$ cat config.mk
export PLATFORM = sky130hd
export DESIGN_NAME = memory_unit_flat
export DESIGN_NICKNAME = d
export VERILOG_FILES = /design/src/common/rv_pkg.sv /design/src/common/stage_link_if.sv /design/src/design/core/memory_unit.sv /design/src/flat_wrapper.sv
export VERILOG_INCLUDE_DIRS = /design/src /design/src/common
export SDC_FILE = /design/constraint.sdc
export NUM_CORES = 1
export LEC_CHECK = 0
export ABC_AREA = 1
export ABC_CLOCK_PERIOD_IN_PS = 5330
export BUFFER_PORTS_ARGS = -buffer_cell sky130_fd_sc_hd__clkbuf_2
export CAP_MARGIN = 20
export CORE_AREA = 10 10 313 315
export DETAILED_ROUTE_END_ITERATION = 6
export DIE_AREA = 0 0 323 325
export SYNTH_ARGS = -nofsm -noshare
export SYNTH_HDL_FRONTEND = slang
export SYNTH_SLANG_ARGS = --single-unit
$ cat constraint.sdc
create_clock -name clock -period 5.33 [get_ports clock]
set_input_delay 0.7995 -clock clock [delete_from_list [all_inputs] [get_ports clock]]
set_output_delay 0.7995 -clock clock [all_outputs]
set_load 0.02 [all_outputs]
$ cat src/common/rv_settings.svh
// build options for the core; the load-use switch trades one bubble against a dmem_rdata to ALU path
`ifndef RV_SETTINGS_SVH
`define RV_SETTINGS_SVH

// data and address width
`define XLEN 64

`define NUM_REGS 32

// first fetch address after reset
`define PC_RESET 64'h0

// 1 stalls decode behind a load in execute
// 0 lets the consumer pick up dmem_rdata directly in execute
`define LOAD_USE_STALL 1

`endif

$ cat src/common/rv_pkg.sv
// types for the reduced RV64 pipeline; only the opcodes listed here are decoded
`include "rv_settings.svh"

package rv_pkg;

  typedef logic [`XLEN-1:0] xlen_t;
  typedef logic [$clog2(`NUM_REGS)-1:0] reg_idx_t;

  typedef enum logic [6:0] {
    opc_op     = 7'b0110011,
    opc_op_imm = 7'b0010011,
    opc_lui    = 7'b0110111,
    opc_load   = 7'b0000011,
    opc_store  = 7'b0100011,
    opc_branch = 7'b1100011,
    opc_jal    = 7'b1101111
  } opcode_e;

  typedef enum logic [2:0] {
    alu_add,
    alu_sub,
    alu_and,
    alu_or,
    alu_xor,
    alu_slt,
    alu_pass_b
  } alu_op_e;

  typedef struct packed {
    alu_op_e  alu_op;
    logic     src_a_pc;
    logic     src_b_imm;
    xlen_t    imm;
    reg_idx_t rs1;
    reg_idx_t rs2;
    reg_idx_t rd;
    logic     reg_write;
    logic     mem_read;
    logic     mem_write;
    logic     is_branch;
    logic     branch_ne;
    logic     is_jal;
  } uop_t;

endpackage

$ cat src/common/stage_link_if.sv
// one pipeline slot; it moves on a rising edge when valid and allowin are both high
`timescale 1ns/100ps

interface stage_link_if;
  import rv_pkg::*;

  logic  valid;
  logic  allowin;
  xlen_t pc;
  uop_t  uop;
  xlen_t rs1_data;
  xlen_t rs2_data;

  modport up (output valid, pc, uop, rs1_data, rs2_data, input allowin);
  modport down (input valid, pc, uop, rs1_data, rs2_data, output allowin);

endinterface

$ cat src/design/core/memory_unit.sv
// doubleword accesses only; writeback keeps its last result so execute can still forward it
`timescale 1ns/100ps

module memory_unit (
  input  logic             clock,
  input  logic             reset,
  stage_link_if.down       ex,
  output logic             dmem_valid,
  input  logic             dmem_ready,
  output logic             dmem_write,
  output rv_pkg::xlen_t    dmem_addr,
  output rv_pkg::xlen_t    dmem_wdata,
  input  rv_pkg::xlen_t    dmem_rdata,
  output logic             fwd_mem_valid,
  output logic             fwd_wb_valid,
  output rv_pkg::reg_idx_t fwd_mem_rd,
  output rv_pkg::reg_idx_t fwd_wb_rd,
  output rv_pkg::xlen_t    fwd_mem_data,
  output rv_pkg::xlen_t    fwd_wb_data,
  output logic             wr_en,
  output rv_pkg::reg_idx_t wr_rd,
  output rv_pkg::xlen_t    wr_data,
  output logic             retire_valid,
  output rv_pkg::xlen_t    retire_pc,
  output rv_pkg::reg_idx_t retire_rd,
  output rv_pkg::xlen_t    retire_data
);
  import rv_pkg::*;

  logic     mem_valid;
  xlen_t    mem_pc;
  uop_t     mem_uop;
  xlen_t    mem_result;
  xlen_t    mem_sdata;
  logic     mem_access;
  logic     mem_to_wb;
  xlen_t    mem_data;
  logic     wb_valid;
  logic     wb_reg_write;
  xlen_t    wb_pc;
  reg_idx_t wb_rd;
  xlen_t    wb_data;

  assign mem_access = mem_uop.mem_read || mem_uop.mem_write;
  assign mem_to_wb  = mem_valid && (!mem_access || dmem_ready);
  assign ex.allowin = !mem_valid || !mem_access || dmem_ready;
  assign mem_data   = mem_uop.mem_read ? dmem_rdata : mem_result;

  assign dmem_valid = mem_valid && mem_access;
  assign dmem_write = mem_uop.mem_write;
  assign dmem_addr  = mem_result;
  assign dmem_wdata = mem_sdata;

  // a load forwards only in the cycle its data arrives
  assign fwd_mem_valid = mem_valid && mem_uop.reg_write && (!mem_uop.mem_read || dmem_ready);
  assign fwd_mem_rd    = mem_uop.rd;
  assign fwd_mem_data  = mem_data;
  assign fwd_wb_valid  = wb_reg_write;
  assign fwd_wb_rd     = wb_rd;
  assign fwd_wb_data   = wb_data;

  assign wr_en   = wb_valid && wb_reg_write;
  assign wr_rd   = wb_rd;
  assign wr_data = wb_data;

  always_ff @(posedge clock) begin
    if (reset) begin
      mem_valid    <= 1'b0;
      wb_valid     <= 1'b0;
      wb_reg_write <= 1'b0;
      retire_valid <= 1'b0;
    end else begin
      if (ex.allowin) begin
        mem_valid <= ex.valid;
      end
      wb_valid     <= mem_to_wb;
      retire_valid <= wb_valid;
      if (mem_to_wb) begin
        wb_reg_write <= mem_uop.reg_write;
      end
    end
  end

  always_ff @(posedge clock) begin
    if (ex.valid && ex.allowin) begin
      mem_pc     <= ex.pc;
      mem_uop    <= ex.uop;
      mem_result <= ex.rs1_data;
      mem_sdata  <= ex.rs2_data;
    end
    if (mem_to_wb) begin
      wb_pc   <= mem_pc;
      wb_rd   <= mem_uop.rd;
      wb_data <= mem_data;
    end
    if (wb_valid) begin
      retire_pc   <= wb_pc;
      retire_rd   <= wr_en ? wb_rd : '0;
      retire_data <= wb_data;
    end
  end

  // a stalled access keeps its request until ready
  a_dmem_hold: assert property (@(posedge clock) disable iff (reset)
    dmem_valid && !dmem_ready |=> dmem_valid && $stable(dmem_addr) &&
      $stable(dmem_write) && $stable(dmem_wdata));

endmodule

$ cat src/flat_wrapper.sv
// flat-port wrapper written by rule: the top's interface ports become plain ports
module memory_unit_flat import rv_pkg::*;
  (clock, reset, dmem_valid, dmem_ready, dmem_write, dmem_addr, dmem_wdata, dmem_rdata, fwd_mem_valid, fwd_wb_valid, fwd_mem_rd, fwd_wb_rd, fwd_mem_data, fwd_wb_data, wr_en, wr_rd, wr_data, retire_valid, retire_pc, retire_rd, retire_data, ex_valid, ex_pc, ex_uop, ex_rs1_data, ex_rs2_data, ex_allowin);
  stage_link_if ex_i ();
  input  logic clock;
  input  logic reset;
  output logic dmem_valid;
  input  logic dmem_ready;
  output logic dmem_write;
  output rv_pkg::xlen_t dmem_addr;
  output rv_pkg::xlen_t dmem_wdata;
  input  rv_pkg::xlen_t dmem_rdata;
  output logic fwd_mem_valid;
  output logic fwd_wb_valid;
  output rv_pkg::reg_idx_t fwd_mem_rd;
  output rv_pkg::reg_idx_t fwd_wb_rd;
  output rv_pkg::xlen_t fwd_mem_data;
  output rv_pkg::xlen_t fwd_wb_data;
  output logic wr_en;
  output rv_pkg::reg_idx_t wr_rd;
  output rv_pkg::xlen_t wr_data;
  output logic retire_valid;
  output rv_pkg::xlen_t retire_pc;
  output rv_pkg::reg_idx_t retire_rd;
  output rv_pkg::xlen_t retire_data;
  input wire logic [$bits(ex_i.valid)-1:0] ex_valid;
  input wire logic [$bits(ex_i.pc)-1:0] ex_pc;
  input wire logic [$bits(ex_i.uop)-1:0] ex_uop;
  input wire logic [$bits(ex_i.rs1_data)-1:0] ex_rs1_data;
  input wire logic [$bits(ex_i.rs2_data)-1:0] ex_rs2_data;
  output wire logic [$bits(ex_i.allowin)-1:0] ex_allowin;
  assign ex_i.valid = ex_valid;
  assign ex_i.pc = ex_pc;
  assign ex_i.uop = ex_uop;
  assign ex_i.rs1_data = ex_rs1_data;
  assign ex_i.rs2_data = ex_rs2_data;
  assign ex_allowin = ex_i.allowin;
  memory_unit u_core (.clock(clock), .reset(reset), .ex(ex_i), .dmem_valid(dmem_valid), .dmem_ready(dmem_ready), .dmem_write(dmem_write), .dmem_addr(dmem_addr), .dmem_wdata(dmem_wdata), .dmem_rdata(dmem_rdata), .fwd_mem_valid(fwd_mem_valid), .fwd_wb_valid(fwd_wb_valid), .fwd_mem_rd(fwd_mem_rd), .fwd_wb_rd(fwd_wb_rd), .fwd_mem_data(fwd_mem_data), .fwd_wb_data(fwd_wb_data), .wr_en(wr_en), .wr_rd(wr_rd), .wr_data(wr_data), .retire_valid(retire_valid), .retire_pc(retire_pc), .retire_rd(retire_rd), .retire_data(retire_data));
endmodule
# [After elaboration in Yosys (flattened, before gate mapping)]
# Index checks and enable logic that the tools add are counted.
[word_totals] ff_bits=470 input_bits=350 out_inout_bits=475 elab_cells=32
[classes] mux=1 reduce_logical=14
[ops] operator="$mux W64" n=1
[ops] operator="$logic_and A1 B1 Y1" n=6
[ops] operator="$logic_or A1 B1 Y1" n=5
[ops] operator="$logic_not A1 Y1" n=3

# [Logic depth before layout (Yosys ltp)]
# Gate-level depths: netlist of run 1.
[logic_depth] word_depth=5 mapped_depth=5 depth_no_buf=5

# [Worst setup path before layout of run 1]
# Ideal clock, no wire load.
[synth_path] path_type="input-to-reg" from="input port dmem_ready" to="register u_core.mem_result[0] (netlist: u_core.dmem_addr[0]) (enable)" setup_ns=0.552 arrival_time_ns=5.013 t_required_ns=4.778 setup_slack_ns=-0.235 path_stages=4 path_buffers=0 path_cell_list="inv_1 > nand3_1 > nand2_1 > inv_1"
[synth_between] elab_chain_cells=2
[synth_rtl] element="from (decl)" line="flat_wrapper.sv:8" source="input logic dmem_ready;"
[synth_rtl] element="$logic_or A1 B1 Y1" line="memory_unit.sv:46" source="assign ex.allowin = !mem_valid || !mem_access || dmem_ready;"
[synth_rtl] element="net ex_allowin" line="flat_wrapper.sv:31" source="output wire logic [$bits(ex_i.allowin)-1:0] ex_allowin;"
[synth_rtl] element="$logic_and A1 B1 Y1" line="memory_unit.sv:85" source="if (ex.valid && ex.allowin) begin"
[synth_rtl] element="to (signal assigned)" line="memory_unit.sv:88" source="mem_result <= ex.rs1_data;"
[synth_rtl] element="to (decl)" line="memory_unit.sv:33" source="xlen_t mem_result;"
# The timed path passes the listed nets, and every way through them passes these cells.
# A chain may end at the register's enable or synchronous reset.

# [Worst setup path after layout of run 1]
[layout_path] from="register u_core.mem_uop[4] (netlist name)" to="output port fwd_mem_data[15]"
[layout_between] elab_chain_cells=1
[layout_rtl] element="from (decl)" line="memory_unit.sv:32" source="uop_t mem_uop;"
[layout_rtl] element="from (signal assigned)" line="memory_unit.sv:87" source="mem_uop <= ex.uop;"
[layout_rtl] element="$mux W64" line="memory_unit.sv:47" source="assign mem_data = mem_uop.mem_read ? dmem_rdata : mem_result;"
[layout_rtl] element="to (decl)" line="flat_wrapper.sv:17" source="output rv_pkg::xlen_t fwd_mem_data;"
# No other way between the ends.

==> metrics.cfg, run 1 <==
[setup_path]
critical_path_depth=5
worstSetupEndpointType=output pin
largest_stage_delay_on_the_critical_path_ps=1000
crit_family=buffers and inverters
crit_end=fwd_mem_data[15]
crit_fanout=33
path_buf_inv=3
crit_top_cell=sky130_fd_sc_hd__nand2_1
critical_path.slowest_cell=sky130_fd_sc_hd__edfxtp_1
r2r_setup_slack_ps=1330
cp.required_ps=4530
critPathKind=flip-flop to output pin
rr_endpoint=u_core.dmem_wdata[13]
r2r.worst_path.cells=6
reg2reg_from=u_core.mem_uop[4]
critical_path_cell_sequence=clkinv_2, buf_4, nand2_1, nand2_1, clkbuf_2
critPathLaunchType=flip-flop
critPathLaunch=u_core.mem_uop[4]
crit_arrival_ps=3490

[sta]
post-route-period-util=0.805
slew_violations=0
finalSetupTns_ps=0
rsz0062_at_grt=no
report.final.setup_viol=0
final_hold_fails=0
max_clock_freq_mhz=233
finClkSkew_ps=14.8
slew-limit-headroom=0.335
period_needed_ps=4290
worst-slew-pin-transition_ps=997

[cts]
cts-root-buf=sky130_fd_sc_hd__clkbuf_16
holdBufCountCts=0
worstSkewPairLatency_ps=610
ctsHtreeMaxLevel=2
cts_repair_resize_count=0
numCtsBuffers=52
tritoncts=built
path_clk_slew_ps=70
clock-sinks=470
cts-root-to-sink-buffers=3
post-cts-setup-buffers=0

[final_layout]
layout.cells.most_common_list=742 x sky130_fd_sc_hd__clkbuf_2, 466 x sky130_fd_sc_hd__edfxtp_1, 199 x sky130_fd_sc_hd__nand2_1
layout.cells.most_common=sky130_fd_sc_hd__clkbuf_2
areaGrowthSynthToFinish_pct=41.0
nNetsFinal=1856
drive_above_1_share=0.542
final_cell_area_sq_mm=0.0220

[die]
die_area_sq_mm=0.105
num_io_pins=825
placeableCoreArea_sq_mm=0.0914
initial_core_util=0.171
die_height_um=325
dieWidth_um=323
placement_rows=111

[yosys]
async_reset_ff_frac=0
synth_adder_area_share=0
count_of_flip_flops_with_a_built_in_enable_after_synthesis=466
synth-compound-area-share=0.00128
synth_xor_xnor_area_share=0
netlist_area_sq_mm=0.0156
post_synth_num_cell_types=13
netlist_top_cells_area=sky130_fd_sc_hd__edfxtp_1 90%, sky130_fd_sc_hd__nand2_1 4.8%, sky130_fd_sc_hd__buf_4 3.9%, sky130_fd_sc_hd__dfxtp_1 0.51%, sky130_fd_sc_hd__buf_6 0.36%
ys.flop_type=sky130_fd_sc_hd__edfxtp_1
synth_top_area_cell=sky130_fd_sc_hd__edfxtp_1
ys_ff_latch=470
syn_inst=787
netlist.area_leader.share=0.896
yosys.area_share.simple=0.0505
synth_warn=0
dominant_combinational_cell_family_by_area_after_synthesis=simple AND/OR/NAND/NOR gates
yosys-mux-area-fraction=0
yosysSeqAreaShare=0.901
syn_nets=1137
postSynthAreaPerCell_sq_um=19.8

[grt]
grt_util_met3=0.0482
grt_pass1_wl_um=77400
grt_use_met2=0.175
gr-usage-met1=0.115
first_global_vias=10024
grt_most_used_layer=met2
number_of_antenna_violations_at_the_first_check_in_global_routing=7
grt_start_max_net_pins=94
grt_overflow_total=0
grt_usage=0.103

[detailed_routing]
first_pass_iters=5
route.detailed.vias_per_inst=3.45
wirelength_um=57300
antenna_violating_nets_remaining=0
detail_route.iter0.violations=626
avgRoutedWirePerCell_um=21.0
drc_errors=0
dr_total_vias=9435

[power]
static-leakage-power_uw=0.00911
power_density_over_cell_area_mw_per_mm2=396
vdd_ir_drop_max_mv=0.289

[min_path]
worst_hold_path.num_cells=1
worstHoldPathType=input port to flip-flop

[placement]
gp_routability_congestion=0.891
io_buffers=742
hpwl_um=45600
postPlaceCellArea_sq_mm=0.0203

[run_status]
status=finished clean

[flow_run]
max_cap_viol_count=0

==> layer usage <==
layer	up-vias	part of all wire
met5	-	0.00066
met4	6	0.022
met3	75	0.12
met2	550	0.48
met1	4563	0.38
li1	4241	-
==> report_power, final <==
part | leakage, uW | switching, uW | internal (uW)
registers | 0.00443 | 97.8 | 4270
logic | 0.00384 | 487 | 201
clock network | 0.000843 | 1510 | 2150
total | 0.00911 | 2100 | 6620
==> through the flow <==
stage | hold slack (ps) | setup WS (ps) | total power (uW) | utilization | instances
final | 357 | 1040 | 8710 | 0.241 | 2734
after CTS | 291 | 898 | 8870 | 0.241 | 2733
after detailed placement | 405 | 1360 | 5150 | 0.222 | 2638
after global placement | 400 | 1390 | 5140 | 0.222 | 2638
after floorplan | 400 | 401 | 4780 | - | 787
after global routing | 300 | 796 | 9060 | 0.241 | 2733
==> registers in the layout, summed over array words and instances (netlist names) <==
| register | cells |
|---|---|
| u_core.retire_rd | 5 |
| u_core.mem_valid | 1 |
| u_core.fwd_wb_data | 64 |
| u_core.retire_pc | 64 |
| u_core.retire_data | 64 |
| u_core.dmem_wdata | 64 |
| u_core.dmem_write | 1 |
| u_core.wb_valid | 1 |
| u_core.retire_valid | 1 |
| u_core.fwd_wb_valid | 1 |
| u_core.fwd_mem_rd | 5 |
| u_core.fwd_wb_rd | 5 |
| u_core.wb_pc | 64 |
| u_core.mem_pc | 64 |
| u_core.dmem_addr | 64 |
| u_core.mem_uop | 2 |
==> final cells by class <==
type	count	area [sq um]
Fill cell	9523	69400
Sequential cell	470	14100
Timing Repair Buffer	753	3830
Tap cell	1186	1480
Clock buffer	59	1330
Multi-Input combinational cell	213	808
Clock inverter	36	418
Inverter	16	70.1
Antenna cell	1	2.50
==> synth_stat cells, types with 2 or more instances <==
library cell / number
sky130_fd_sc_hd__buf_2: 2
sky130_fd_sc_hd__dfxtp_1: 4
sky130_fd_sc_hd__inv_1: 15
sky130_fd_sc_hd__nor2_1: 8
sky130_fd_sc_hd__a21oi_1: 3
sky130_fd_sc_hd__nand2_1: 199
sky130_fd_sc_hd__buf_6: 5
sky130_fd_sc_hd__edfxtp_1: 466
sky130_fd_sc_hd__buf_4: 81
==> worst min path at each step <==
stage                     startpoint                   end  slack (ps)
floorplan            u_core.wb_pc[0]   u_core.retire_pc[0]         400
global placement    u_core.wb_pc[60]  u_core.retire_pc[60]         400
detailed placement  u_core.wb_pc[15]  u_core.retire_pc[15]         400
CTS                        ex_pc[48]     u_core.mem_pc[48]         290
global route                ex_pc[1]      u_core.mem_pc[1]         300
finish                     ex_pc[48]     u_core.mem_pc[48]         360
==> logic make-up after synthesis <==
kind of cell | Yosys count
buffers and inverters | 104
and+or+nand+nor | 209
AOI/OAI and AO/OA | 4
DFF | 470
Power figures use the tool's default switching activity.
==> run 2, diff against run 1 <==
--- a/config.mk
+++ b/config.mk
@@ -7,7 +7,7 @@
 export NUM_CORES = 1
 export LEC_CHECK = 0
 export ABC_AREA = 1
-export ABC_CLOCK_PERIOD_IN_PS = 5330
+export ABC_CLOCK_PERIOD_IN_PS = 4400
 export BUFFER_PORTS_ARGS = -buffer_cell sky130_fd_sc_hd__clkbuf_2
 export CAP_MARGIN = 20
 export CORE_AREA = 10 10 313 315
==> constraint.sdc (replaced) <==
create_clock -name clock -period 4.4 [get_ports clock]
set_input_delay 0.66 -clock clock [delete_from_list [all_inputs] [get_ports clock]]
set_output_delay 0.66 -clock clock [all_outputs]
set_load 0.02 [all_outputs]
==> run 2 against run 1 <==
  * Via count decreased by 0.67%
  * Clock power increased by 14%
  * Critical path depth unchanged
  * Register-to-register slack improved by 360 ps
  * Cell area decreased by 0.49%
  * First-iteration DRC count decreased by 0.96%
  * Combinational power increased by 22%
  * Utilization decreased by 0.12 points
  * Non-clock buffer count decreased by 2
  * Total power increased by 18%
  * Critical endpoint is now fwd_mem_data[28]
  * Largest power group unchanged
==> metrics.cfg, run 2 (synthesis results as in run 1) <==
[run_status]
status=finished clean

[detailed_routing]
wirelength_um=55300  ; -3.6%
avgRoutedWirePerCell_um=20.3  ; -3.4%
antenna_violating_nets_remaining=0  ; unchanged
first_pass_iters=5  ; unchanged
detail_route.iter0.violations=620  ; -0.96%
dr_total_vias=9372  ; -0.67%
route.detailed.vias_per_inst=3.44  ; -0.45%
drc_errors=0  ; unchanged

[placement]
hpwl_um=44100  ; -3.2%
dpl_worst_slack_ps=1650  ; +281 ps
dp.cells=2636  ; -0.076%
io_buffers=742  ; unchanged
gp_routability_congestion=0.878  ; -1.5%

[die]
dieWidth_um=323  ; unchanged
initial_core_util=0.171  ; unchanged
placement_rows=111  ; unchanged
placeableCoreArea_sq_mm=0.0914  ; unchanged
num_io_pins=825  ; unchanged
die_area_sq_mm=0.105  ; unchanged
die_height_um=325  ; unchanged

[cts]
holdBufCountCts=0  ; unchanged
numCtsBuffers=51  ; -1.9%
worstSkewPairLatency_ps=600  ; about the same
post-cts-setup-buffers=0  ; unchanged
path_clk_slew_ps=60  ; about the same
ctsHtreeMaxLevel=2  ; unchanged
tritoncts=built
cts-root-buf=sky130_fd_sc_hd__clkbuf_16
cts_repair_resize_count=0  ; unchanged
cts-root-to-sink-buffers=3  ; unchanged
clock-sinks=470  ; unchanged

[final_layout]
post-route-util=0.240  ; -0.00119
layout.cells.most_common=sky130_fd_sc_hd__clkbuf_2
nNetsFinal=1853  ; -0.16%
areaGrowthSynthToFinish_pct=40.3
layout.cells.most_common_list=742 x sky130_fd_sc_hd__clkbuf_2, 466 x sky130_fd_sc_hd__edfxtp_1, 198 x sky130_fd_sc_hd__nand2_1
stdcell_count=2728  ; -0.22%
num-fill-cells=9590  ; +0.70%
antenna_cells_inserted=0  ; -1
area.sequential_sq_mm=0.0141  ; unchanged
multi_input_gate_area_sq_um=816  ; +0.93%
drive_above_1_share=0.536  ; -0.00538

[sta]
rsz0062_at_grt=no
post-route-period-util=0.728
slew-limit-headroom=0.359  ; +0.0234
period_needed_ps=3200
finClkSkew_ps=15.4  ; +0.606 ps
least_setup_slack_across_all_paths_after_layout_ps=1200  ; +155 ps
worst-slew-pin-transition_ps=962  ; -35.1 ps
slew_violations=0  ; unchanged
final_hold_fails=0  ; unchanged
finalSetupTns_ps=0  ; unchanged
max_clock_freq_mhz=312
report.final.setup_viol=0  ; unchanged

[setup_path]
crit_fanout=43  ; +30%
cp.required_ps=3740  ; -790 ps
crit_arrival_ps=2540  ; -950 ps
worstSetupEndpointType=output pin
critPathKind=flip-flop to output pin
critPathLaunchType=flip-flop

[grt]
grt_start_max_net_pins=120  ; +28%
grt_overflow_total=0  ; unchanged
grt_usage=0.0995  ; -0.00386
first_global_vias=10015  ; -0.090%
grt_pass1_wl_um=74700  ; -3.5%
number_of_antenna_violations_at_the_first_check_in_global_routing=10  ; +3

[min_path]
worstHoldPathType=input port to flip-flop

[power]
power_density_over_cell_area_mw_per_mm2=469  ; +19%
static-leakage-power_uw=0.00905  ; -0.73%
post-layout-total-power_uw=10300  ; +18%
vdd_ir_drop_max_mv=0.368  ; +27%

[flow_run]
max_cap_viol_count=0  ; unchanged

-- run 2: layer usage --
| metal | global-route usage | vias up | wire (um) |
|---|---|---|---|
| li1 | - | 4227 | - |
| met1 | 0.110 | 4502 | 20200 |
| met2 | 0.168 | 576 | 26600 |
| met3 | 0.0469 | 63 | 7170 |
| met4 | 0.0297 | 4 | 1350 |
| met5 | 0 | - | 27 |
-- run 2: cell type report --
class / instances / share of cell area
Inverter: 16 / 0.00320
Tap cell: 1186 / 0.0677
Clock buffer: 64 / 0.0605
Sequential cell: 470 / 0.642
Timing Repair Buffer: 751 / 0.175
Clock inverter: 28 / 0.0141
Multi-Input combinational cell: 213 / 0.0372
-- run 2: critical path, stage by stage (launching register included) --
cell and delay, ps:
sky130_fd_sc_hd__edfxtp_1 400, sky130_fd_sc_hd__clkinv_2 410, sky130_fd_sc_hd__buf_4 550, sky130_fd_sc_hd__nand2_1 90, sky130_fd_sc_hd__nand2_1 200, sky130_fd_sc_hd__clkbuf_2 210
-- run 2: stage by stage --
step,instance area (sq um),hold slack (ps)
detailed placement,20300,405
global route,21900,162
global placement,20300,400
CTS,21900,152
finish,21900,228
floorplan,15600,400
-- run 2: path summary, 6_finish.rpt --
check	cells after the start	slack [ps]	to	start
max	5	1200	fwd_mem_data[28]	u_core.mem_uop[4]
min	1	230	u_core.mem_pc[27]	ex_pc[27]
max reg2reg	7	1690	u_core.mem_pc[33]	u_core.mem_uop[4]
min reg2reg	0	410	u_core.retire_pc[57]	u_core.wb_pc[57]
-- run 2: power breakdown --
part	switching, uW	leakage [uW]	total (uW)	internal, uW
Combinational	594	0.00383	837	243
Clock	1730	0.000784	4160	2430
Sequential	104	0.00443	5270	5170
==> run 3, diff against run 2 <==
--- a/config.mk
+++ b/config.mk
@@ -7,7 +7,7 @@
 export NUM_CORES = 1
 export LEC_CHECK = 0
 export ABC_AREA = 1
-export ABC_CLOCK_PERIOD_IN_PS = 4400
+export ABC_CLOCK_PERIOD_IN_PS = 2850
 export BUFFER_PORTS_ARGS = -buffer_cell sky130_fd_sc_hd__clkbuf_2
 export CAP_MARGIN = 20
 export CORE_AREA = 10 10 313 315
==> constraint.sdc (replaced) <==
create_clock -name clock -period 2.85 [get_ports clock]
set_input_delay 0.4275 -clock clock [delete_from_list [all_inputs] [get_ports clock]]
set_output_delay 0.4275 -clock clock [all_outputs]
set_load 0.02 [all_outputs]
==> run 3 against run 2 <==
  * Die area unchanged
  * First-iteration DRC count decreased by 4.8%
  * Register-to-register slack got worse by 780 ps
  * Cell count increased by 7.8%
  * Critical path depth unchanged
  * Sequential share of layout area decreased by 5.6 points
  * Wire length increased by 5.0%
  * Critical path type unchanged
  * Largest cell class unchanged
  * Largest power group unchanged
==> metrics.cfg, run 3 (synthesis results as in run 1) <==
[cts]
numCtsBuffers=50  ; -2.0%
cts-root-to-sink-buffers=3  ; unchanged
cts-root-buf=sky130_fd_sc_hd__clkbuf_16
path_clk_slew_ps=60  ; about the same
ctsHtreeMaxLevel=2  ; unchanged
worstSkewPairLatency_ps=600  ; about the same
clock-sinks=470  ; unchanged
tritoncts=built

[setup_path]
crit_fanout=65  ; +51%
critical_path.slowest_cell=sky130_fd_sc_hd__edfxtp_1
critical_path_cell_sequence=clkinv_2, buf_12, nand2_1, nand2_1, clkbuf_2
worstSetupEndpointType=output pin
largest_stage_delay_on_the_critical_path_ps=440  ; -110 ps
crit_arrival_ps=2100  ; -440 ps
cp.required_ps=2420  ; -1320 ps
crit_family=buffers and inverters
critPathKind=flip-flop to output pin
path_buf_inv=3  ; unchanged
crit_top_cell=sky130_fd_sc_hd__nand2_1
critPathLaunchType=flip-flop

[die]
placeableCoreArea_sq_mm=0.0914  ; unchanged
placement_rows=111  ; unchanged
die_area_sq_mm=0.105  ; unchanged
dieWidth_um=323  ; unchanged
num_io_pins=825  ; unchanged
die_height_um=325  ; unchanged
initial_core_util=0.171  ; unchanged

[final_layout]
areaGrowthSynthToFinish_pct=53.7
layout.cells.most_common=sky130_fd_sc_hd__clkbuf_2
final_cell_area_sq_mm=0.0240  ; +9.5%
nNetsFinal=2062  ; +11%
layout.cells.most_common_list=742 x sky130_fd_sc_hd__clkbuf_2, 466 x sky130_fd_sc_hd__edfxtp_1, 200 x sky130_fd_sc_hd__dlygate4sd3_1
drive_above_1_share=0.478  ; -0.0586

[placement]
gp_routability_congestion=0.913  ; +4.0%
hpwl_um=44500  ; +0.90%
postPlaceCellArea_sq_mm=0.0204  ; +0.72%
io_buffers=742  ; unchanged

[grt]
grt_pass1_wl_um=80500  ; +7.7%
first_global_vias=11341  ; +13%
grt_overflow_total=0  ; unchanged
grt_usage=0.105  ; +0.00576
grt_start_max_net_pins=71  ; -41%
number_of_antenna_violations_at_the_first_check_in_global_routing=11  ; +1

[flow_run]
max_cap_viol_count=0  ; unchanged

[min_path]
worstHoldPathType=input port to flip-flop

[detailed_routing]
wirelength_met1_um=21000  ; +4.2%
antenna_violating_nets_remaining=0  ; unchanged
detailroute.wirelength.met2_um=28500  ; +7.0%
first_pass_iters=5  ; unchanged
wirelength_um=58100  ; +5.0%
drc_errors=0  ; unchanged
avgRoutedWirePerCell_um=19.8  ; -2.6%
topRoutingLayerUsed=met5
met3_routed_wirelength_um=6950  ; -3.1%
route.detailed.vias_per_inst=3.52  ; +2.3%
dr_total_vias=10337  ; +10%
detail_route.iter0.violations=590  ; -4.8%

[power]
power_density_over_cell_area_mw_per_mm2=665  ; +42%
vdd_ir_drop_max_mv=0.494  ; +34%
static-leakage-power_uw=0.00991  ; +9.6%
post-layout-total-power_uw=16000  ; +55%

[sta]
finClkSkew_ps=14.1  ; -1.30 ps
final_hold_fails=0  ; unchanged
worst-slew-pin-transition_ps=595  ; -367 ps
slew_violations=0  ; unchanged
rsz0062_at_grt=no
post-route-period-util=0.885
report.final.setup_viol=0  ; unchanged
slew-limit-headroom=0.604  ; +0.245
period_needed_ps=2520
max_clock_freq_mhz=396

[run_status]
status=finished clean

-- run 3: changes by cell type in the layout (fill, tap and decap cells not counted), moves of 2 or more --
cell	change
sky130_fd_sc_hd__dlygate4sd3_1	+200
sky130_fd_sc_hd__buf_12	+5
sky130_fd_sc_hd__buf_4	+5
sky130_fd_sc_hd__clkinvlp_4	+3
sky130_fd_sc_hd__bufinv_16	-2
sky130_fd_sc_hd__diode_2	+2
-- run 3: stage by stage --
stage	TNS (ps)	utilization	hold slack, ps	cells	setup WS, ps
2_1_floorplan	-311560	-	400	787	-1350
5_1_grt	0	0.263	30.9	2939	180
3_5_place_dp	0	0.224	405	2646	954
6_report	0	0.263	81.9	2940	327
4_1_cts	0	0.263	18.5	2938	267
3_3_place_gp	0	0.224	400	2646	970
-- run 3: worst register-to-register path, stage by stage (launching register included) --
cell                         delay, ps
sky130_fd_sc_hd__edfxtp_1          510
sky130_fd_sc_hd__inv_1             140
sky130_fd_sc_hd__nand2_2            70
sky130_fd_sc_hd__nand3_4            80
sky130_fd_sc_hd__nand2_2            70
sky130_fd_sc_hd__clkinvlp_4        110
sky130_fd_sc_hd__buf_12            180
sky130_fd_sc_hd__buf_12            350
-- run 3: final timing paths --
check,from,endpoint,slack [ps],depth (start not counted)
hold reg to reg,u_core.wb_pc[28],u_core.retire_pc[28],410,0
hold / removal,ex_valid,u_core.mem_valid,80,3
setup reg to reg,u_core.dmem_write,u_core.dmem_addr[10],910,7
setup / recovery,u_core.mem_uop[4],fwd_mem_data[16],330,5
-- run 3: report_power, final --
part,internal (uW),leakage [uW],switching [uW],total [uW]
Sequential,7980,0.00443,165,8140
Combinational,576,0.00473,978,1550
Clock,3570,0.000750,2700,6270
-- run 3: repair_timing --
item,4_1_cts,5_1_grt
hold buffers,200,0
setup buffers,0,0
hold endpoints to repair,200,0
gates resized for setup,0,0
-- run 3: per-layer routing --
layer | vias to the layer above | global-route usage
met1 | 4947 | 0.113
met5 | - | 0
met2 | 625 | 0.180
li1 | 4661 | -
met4 | 10 | 0.0339
met3 | 94 | 0.0492
-- run 3: area by class of cell --
class | instances | area (sq um)
Antenna cell | 2 | 5.00
Clock buffer | 64 | 1330
Clock inverter | 28 | 245
Fill cell | 9325 | 67400
Inverter | 16 | 68.8
Multi-Input combinational cell | 213 | 826
Sequential cell | 470 | 14100
Tap cell | 1186 | 1480
Timing Repair Buffer | 961 | 5970
